## config.mk

```make
export PLATFORM = sky130hd
export DESIGN_NAME = memory_bus_frontend_flat
export DESIGN_NICKNAME = d
export VERILOG_FILES = /design/src/design/ramdisk_pkg.sv /design/src/design/mem_req_if.sv /design/src/design/memory_bus_frontend.sv /design/src/design/ramdisk_mapper.sv /design/src/flat_wrapper.sv
export VERILOG_INCLUDE_DIRS = /design/src /design/src/design
export SDC_FILE = /design/constraint.sdc
export NUM_CORES = 1
export LEC_CHECK = 0
export BUFFER_PORTS_ARGS = -buffer_cell sky130_fd_sc_hd__clkbuf_2
export CAP_MARGIN = 20
export CORE_MARGIN = 2
export CORE_UTILIZATION = 46
export CTS_CLUSTER_SIZE = 12
export DETAILED_ROUTE_END_ITERATION = 16
export PLACE_DENSITY = 0.77
export REMOVE_ABC_BUFFERS = 1
export SYNTH_ARGS = -nofsm -noshare
export SYNTH_HDL_FRONTEND = slang
export SYNTH_SLANG_ARGS = --single-unit
```

## constraint.sdc

```tcl
create_clock -name clk -period 2.7 [get_ports clk]
set_clock_uncertainty 0.05 [all_clocks]
set_input_delay 0.54 -clock clk [delete_from_list [all_inputs] [get_ports clk]]
set_output_delay 0.54 -clock clk [all_outputs]
set_load 0.05 [all_outputs]
```

## src/design/ramdisk_cfg.svh

```systemverilog
// RAM disk configuration constants: control port, address widths, page count

`ifndef RAMDISK_CFG_SVH
`define RAMDISK_CFG_SVH

// ------------------------------
// I/O map
// ------------------------------

// Port number of the RAM disk control register
`define RAMDISK_CTRL_PORT 8'h10

// ------------------------------
// Address space
// ------------------------------

// CPU side address width, one 64 KiB space
`define RAMDISK_CPU_AW 16

// Physical address width, page number above the CPU address
`define RAMDISK_PHYS_AW 19

// Pages in the backing store
// Page 0 is main RAM, pages 1 to 4 hold the disk
`define RAMDISK_PAGES 5

`endif
```

## src/design/ramdisk_pkg.sv

```systemverilog
// RAM disk package: bus request kind and control register union

package ramdisk_pkg;

    // ------------------------------
    // CPU bus request kinds
    // ------------------------------

    // Only memory reads produce a response
    typedef enum logic [1:0] {
        mem_read  = 2'b00,
        mem_write = 2'b01,
        io_write  = 2'b10
    } bus_kind_e;

    // ------------------------------
    // Control register at port 0x10
    // ------------------------------

    // Bit layout, top bit first
    typedef struct packed {
        logic       win_ef_en;   // E000-FFFF goes to RAM page
        logic       win_89_en;   // 8000-9FFF goes to RAM page
        logic       win_ad_en;   // A000-DFFF goes to RAM page
        logic       stack_en;    // Stack accesses go to stack page
        logic [1:0] stack_page;
        logic [1:0] ram_page;
    } kvaz_ctrl_fields_t;

    // Raw byte as written by the CPU, fields as decoded by the mapper
    typedef union packed {
        logic [7:0]        raw;
        kvaz_ctrl_fields_t fields;
    } kvaz_ctrl_u;

endpackage

```

## src/design/mem_req_if.sv

```systemverilog
// Physical memory request and read response interface

`include "ramdisk_cfg.svh"

interface mem_req_if;

    // Request channel, front end to store
    logic                        req_valid;
    logic                        req_ready;
    logic                        req_write;
    logic [`RAMDISK_PHYS_AW-1:0] req_addr;
    logic [7:0]                  req_wdata;

    // Read response channel, store to CPU side
    logic                        rsp_valid;
    logic                        rsp_ready;
    logic [7:0]                  rsp_data;

    // Front end issues requests
    modport master (
        output req_valid,
        output req_write,
        output req_addr,
        output req_wdata,
        input  req_ready
    );

    // Store takes requests and returns read data
    modport slave (
        input  req_valid,
        input  req_write,
        input  req_addr,
        input  req_wdata,
        output req_ready,
        output rsp_valid,
        output rsp_data,
        input  rsp_ready
    );

endinterface

```

## src/design/memory_bus_frontend.sv

```systemverilog
// CPU bus front end: request stage, control port decode, physical address

`include "ramdisk_cfg.svh"

module memory_bus_frontend (
    input  logic                       clk,
    input  logic                       reset,
    // CPU request channel
    input  logic                       cpu_valid,
    output logic                       cpu_ready,
    input  ramdisk_pkg::bus_kind_e     cpu_kind,
    input  logic [`RAMDISK_CPU_AW-1:0] cpu_addr,
    input  logic [7:0]                 cpu_wdata,
    input  logic                       cpu_stack,
    // Physical request to the store
    mem_req_if.master                  mem
);
    import ramdisk_pkg::*;

    // Bits above the CPU address hold the physical page number
    localparam int PAGE_W = `RAMDISK_PHYS_AW - `RAMDISK_CPU_AW;

    // Request stage
    logic                       stg_valid;
    bus_kind_e                  stg_kind;
    logic [`RAMDISK_CPU_AW-1:0] stg_addr;
    logic [7:0]                 stg_wdata;
    logic                       stg_stack;

    logic                       cpu_fire;
    logic                       stg_is_io;
    logic                       stg_leave;

    // Control port write towards the mapper
    logic                       ctrl_write;
    kvaz_ctrl_u                 ctrl_byte;

    // Mapper result
    logic                       disk_sel;
    logic [1:0]                 page;
    logic [PAGE_W-1:0]          page_num;

    // ------------------------------
    // Request stage
    // ------------------------------

    // I/O writes leave at once, memory requests wait for the store
    assign stg_is_io = (stg_kind == io_write);
    assign stg_leave = stg_valid && (stg_is_io || mem.req_ready);
    assign cpu_ready = !stg_valid || stg_leave;
    assign cpu_fire  = cpu_valid && cpu_ready;

    always_ff @(posedge clk) begin
        if (reset) begin
            stg_valid <= 1'b0;
        end else if (cpu_fire) begin
            stg_valid <= 1'b1;
        end else if (stg_leave) begin
            stg_valid <= 1'b0;
        end
    end

    // Payload follows the valid bit
    always_ff @(posedge clk) begin
        if (cpu_fire) begin
            stg_kind  <= cpu_kind;
            stg_addr  <= cpu_addr;
            stg_wdata <= cpu_wdata;
            stg_stack <= cpu_stack;
        end
    end

    // ------------------------------
    // Control port and mapping
    // ------------------------------

    // Port number is in the low address byte, other ports are dropped
    assign ctrl_write    = stg_valid && stg_is_io
                           && (stg_addr[7:0] == `RAMDISK_CTRL_PORT);
    assign ctrl_byte.raw = stg_wdata;

    ramdisk_mapper mapper_inst (
        .clk        (clk),
        .reset      (reset),
        .ctrl_write (ctrl_write),
        .ctrl_data  (ctrl_byte.raw),
        .address    (stg_addr),
        .stack      (stg_stack),
        .disk_sel   (disk_sel),
        .page       (page)
    );

    // Disk pages sit above main RAM, so page 0 of the disk is physical page 1
    assign page_num = disk_sel ? PAGE_W'(page) + 1'b1 : '0;

    // ------------------------------
    // Store request
    // ------------------------------

    assign mem.req_valid = stg_valid && !stg_is_io;
    assign mem.req_write = (stg_kind == mem_write);
    assign mem.req_addr  = {page_num, stg_addr};
    assign mem.req_wdata = stg_wdata;

    // Held request keeps its payload and mapping until taken
    assert property (@(posedge clk) disable iff (reset)
        mem.req_valid && !mem.req_ready |=>
            mem.req_valid && $stable(mem.req_addr)
            && $stable(mem.req_write) && $stable(mem.req_wdata));

endmodule

```

## src/design/ramdisk_mapper.sv

```systemverilog
// Control register and window and stack page decode of the RAM disk mapper

`include "ramdisk_cfg.svh"

module ramdisk_mapper (
    input  logic                       clk,
    input  logic                       reset,
    // Control register load
    input  logic                       ctrl_write,
    input  logic [7:0]                 ctrl_data,
    // Access to be mapped
    input  logic [`RAMDISK_CPU_AW-1:0] address,
    input  logic                       stack,
    // Mapping result
    output logic                       disk_sel,
    output logic [1:0]                 page
);
    import ramdisk_pkg::*;

    // Control register loaded as a raw byte and decoded as fields
    kvaz_ctrl_u ctrl;

    // Top nibble of the CPU address picks the window
    logic [3:0] adsel;
    logic       win_89;
    logic       win_ad;
    logic       win_ef;
    logic       ram_sel;
    logic       stack_sel;

    // ------------------------------
    // Control register
    // ------------------------------

    always_ff @(posedge clk) begin
        if (reset) begin
            ctrl.raw <= '0;
        end else if (ctrl_write) begin
            ctrl.raw <= ctrl_data;
        end
    end

    // ------------------------------
    // Window and stack decode
    // ------------------------------

    assign adsel = address[`RAMDISK_CPU_AW-1 -: 4];

    always_comb begin
        // Each window only counts when its enable bit is set
        win_89 = (adsel inside {[4'h8:4'h9]}) && ctrl.fields.win_89_en;
        win_ad = (adsel inside {[4'hA:4'hD]}) && ctrl.fields.win_ad_en;
        win_ef = (adsel inside {[4'hE:4'hF]}) && ctrl.fields.win_ef_en;
        ram_sel = win_89 || win_ad || win_ef;

        // Stack select wins over any window
        stack_sel = stack && ctrl.fields.stack_en;

        disk_sel = stack_sel || ram_sel;
        if (stack_sel) begin
            page = ctrl.fields.stack_page;
        end else if (ram_sel) begin
            page = ctrl.fields.ram_page;
        end else begin
            page = 2'b00;
        end
    end

    // ------------------------------
    // Checks
    // ------------------------------

    // Below 8000 only a stack access can reach a disk page
    assert property (@(posedge clk) disable iff (reset)
        !stack && !address[`RAMDISK_CPU_AW-1] |-> !disk_sel && (page == 2'b00));

endmodule

```

## src/flat_wrapper.sv

```systemverilog
// flat-port wrapper written by rule: the top's interface ports become plain ports
module memory_bus_frontend_flat import ramdisk_pkg::*;
  (clk, reset, cpu_valid, cpu_ready, cpu_kind, cpu_addr, cpu_wdata, cpu_stack, mem_req_valid, mem_req_write, mem_req_addr, mem_req_wdata, mem_req_ready);
  mem_req_if mem_i ();
  input  logic clk;
  input  logic reset;
  input  logic cpu_valid;
  output logic cpu_ready;
  input  ramdisk_pkg::bus_kind_e cpu_kind;
  input  logic [`RAMDISK_CPU_AW-1:0] cpu_addr;
  input  logic [7:0] cpu_wdata;
  input  logic cpu_stack;
  output wire logic [$bits(mem_i.req_valid)-1:0] mem_req_valid;
  output wire logic [$bits(mem_i.req_write)-1:0] mem_req_write;
  output wire logic [$bits(mem_i.req_addr)-1:0] mem_req_addr;
  output wire logic [$bits(mem_i.req_wdata)-1:0] mem_req_wdata;
  input wire logic [$bits(mem_i.req_ready)-1:0] mem_req_ready;
  assign mem_req_valid = mem_i.req_valid;
  assign mem_req_write = mem_i.req_write;
  assign mem_req_addr = mem_i.req_addr;
  assign mem_req_wdata = mem_i.req_wdata;
  assign mem_i.req_ready = mem_req_ready;
  memory_bus_frontend u_core (.clk(clk), .reset(reset), .cpu_valid(cpu_valid), .cpu_ready(cpu_ready), .cpu_kind(cpu_kind), .cpu_addr(cpu_addr), .cpu_wdata(cpu_wdata), .cpu_stack(cpu_stack), .mem(mem_i));
endmodule
```

==> flow_metrics.tcl <==
set metrics [dict create \
    tightest_slew_ns 0.7560 \
    grt_pass1_wl_um 3974 \
    antenna_found_initial 0 \
    syn_inst 92 \
    p_per_area_nw_per_um2 589.3 \
    fp-row-count 19 \
    synth_top_area_frac 0.5880 \
    yosysWarnings 0 \
    slew_violations 0 \
    cts_tree "yes" \
    multi_input_area_um2 386.6 \
    track_usage 0.1613 \
    initial_core_util 0.4915 \
    fin_util 0.6534 \
    routed_wl_um 2572 \
    die_h_um 58.75 \
    timing_hold_violations_final 0 \
    peakVddDrop_v 0.0003823 \
    grt_setup_unrepaired "true" \
    power.switching_uw 283.9 \
    critical_path_required_ns 2.11 \
    num_io_pins 61 \
    area_growth_pct 32.94 \
    gr-total-overflow 0 \
    swShare 0.2628 \
    layout_min_cycle_time_ns 2.684 \
    detail_route.wl_per_cell_um 13.12 \
    gp_congestion 0.7223 \
    fmax_mhz 372.6 \
    core_um2 2805 \
    drv_cap 0 \
    power_frac_seq 0.592 \
    slew_headroom 0.4922 \
    ys_seq_area_frac 0.7187 \
    clkTransAtPathRegs_ns 0.10 \
    ys_ff_latch 36 \
    die-area_um2 3452 \
    avgSynthCellArea_um2 14.99 \
    arrival_ns 2.09 \
    netlist_area_um2 1379 \
    finalSetupViolCount 0 \
    via_per_inst 5.041 \
    register_area_um2 991.0 \
    p_int_uw 796.3 \
    crit_type "register to output pin" \
    drt_drc_violations_left 1 \
    cp_max_fo 4 \
    synth_largest_area_cell "edfxtp_1" \
    clockRootBuffer "clkbuf_4" \
    drt_first_pass_iters 11 \
    hpwl_um 1927 \
    drt_iter0_markers 29 \
    clkPwrFrac 0.262 \
    htreeDepth 2 \
    p_leak_uw 0.0007647 \
    io_buffers 60 \
    diodes 0 \
    holdCritPathClass "input port to register" \
    fillers 226 \
    cts_num_sinks 36 \
    grt_max_degree 20 \
    die_w_um 58.75 \
    outcome "complete, but fails checks" \
    vias 988 \
    clockBufferDepth 2 \
    synth_cell_types 22 \
    ys_top_cells_by_area "edfxtp_1 (59%), dfxtp_1 (13%), nand2b_1 (8.2%)" \
    period_share 0.9941 \
    drive_above_1_share 0.4545 \
    ant_nets 0 \
    cts_inserted_buffers 5 \
    nets 196 \
    finalPower_uw 1080 \
    comb_power_share 0.146 \
    critPathCaptureType "output pin" \
    critPathLaunchType "register" \
    clk-insertion-delay-late_ns 0.32 \
    grt_pass1_vias 963 \
    violations "DRC" \
]
[cell type report]
cell class,instances,share of cell area
flip-flops and latches,36,0.5406
inverters,1,0.002048
multi-input cells,54,0.2109
clock buffers,8,0.03208
well taps,31,0.02116
repair buffers,66,0.1932
[sequential cells by signal, indices dropped and copies added, names as in the netlist]
register and count:
u_core.mem.req_wdata 8, u_core.stg_stack 1, u_core.stg_addr 16, u_core.stg_kind 2
u_core.stg_valid 1, u_core.mapper_inst.ctrl 8
[repair_timing]
action	in CTS	in global routing
gates resized for setup	6	1
pin swaps	6	2
hold buffers	0	0
setup buffers	4	1
endpoints found under the setup margin	2	2
[cell families after synthesis]
family          Yosys count  share of synthesized area
compound gates            7                    0.02904
xor+xnor                  1                   0.006353
mux                       8                    0.05808
flops                    36                     0.7187
buf+inv                   2                   0.005439
fa+ha+maj                 1                   0.009073
simple gates             37                     0.1733
[power groups by stage]
stage,logic [uW],registers (uW),clock network (uW)
6_report,158,639,283
5_1_grt,166,643,318
4_1_cts,160,639,297
3_5_place_dp,157,652,0
3_3_place_gp,155,650,0
2_1_floorplan,31.4,725,0
[cell usage in the layout (no fill, tap or decap), drive strengths merged, types with 2 or more instances in the layout]
master	n
and2	2
nand2	3
clkbuf	67
nand3	6
o21ai	4
nand3b	2
nand2b	18
edfxtp	27
mux2i	8
buf	7
dfxtp	9
[per-stage QoR]
stage	cells	setup TNS [ns]	area [um2]	setup WS, ns	hold slack [ns]
6_report	196	0	1833	0.01580	0.3393
5_1_grt	196	-0.1361	1833	-0.1361	0.3014
4_1_cts	195	-0.01406	1826	-0.01406	0.3200
3_5_place_dp	183	-0.02348	1722	-0.02348	0.4249
3_3_place_gp	183	0	1722	0.1183	0.4091
2_1_floorplan	91	-1.162	1375	-0.7827	0.3936
[cell usage after synthesis (all sizes together)]
library cell	n
nor2b	1
clkbuf	1
nand3	6
and2	2
nand3b	2
a21oi	1
o22ai	1
o21ai	4
nor4	1
inv	1
mux2i	8
dfxtp	9
nor2	1
xor2	1
or4b	1
and3	1
nand2b	18
nand2	3
edfxtp	27
or3	1
a221oi	1
ha	1
[layer usage]
layer	wire, um	global-route usage	vias to the layer above
met4	31	0.05844	0
met3	197	0.07912	5
met2	1346	0.2683	42
li1	-	-	483
met1	996	0.1786	458
met5	0	0	-
[final timing paths]
kind	from	to	slack, ns	depth (start not counted)
setup / recovery	u_core.stg_addr[13]$_DFFE_PP_	mem_req_addr[17]	0.02	7
hold / removal	cpu_kind[0]	u_core.stg_kind[0]$_DFFE_PP_	0.34	1
setup reg to reg	u_core.stg_addr[2]$_DFFE_PP_	u_core.mapper_inst.ctrl[6]$_SDFFE_PP0P_	0.66	3
hold reg to reg	u_core.mapper_inst.ctrl[7]$_SDFFE_PP0P_	u_core.mapper_inst.ctrl[7]$_SDFFE_PP0P_	0.44	2
[worst max-delay path, cell delays in order (launching register included)]
cell and delay (ns):
edfxtp_1 0.45, xor2_1 0.18, a221oi_2 0.34, o21ai_1 0.10
ha_1 0.30, nand2_1 0.05, o21ai_1 0.15, clkbuf_8 0.20
No activity file was read; power rests on OpenSTA's default activity.
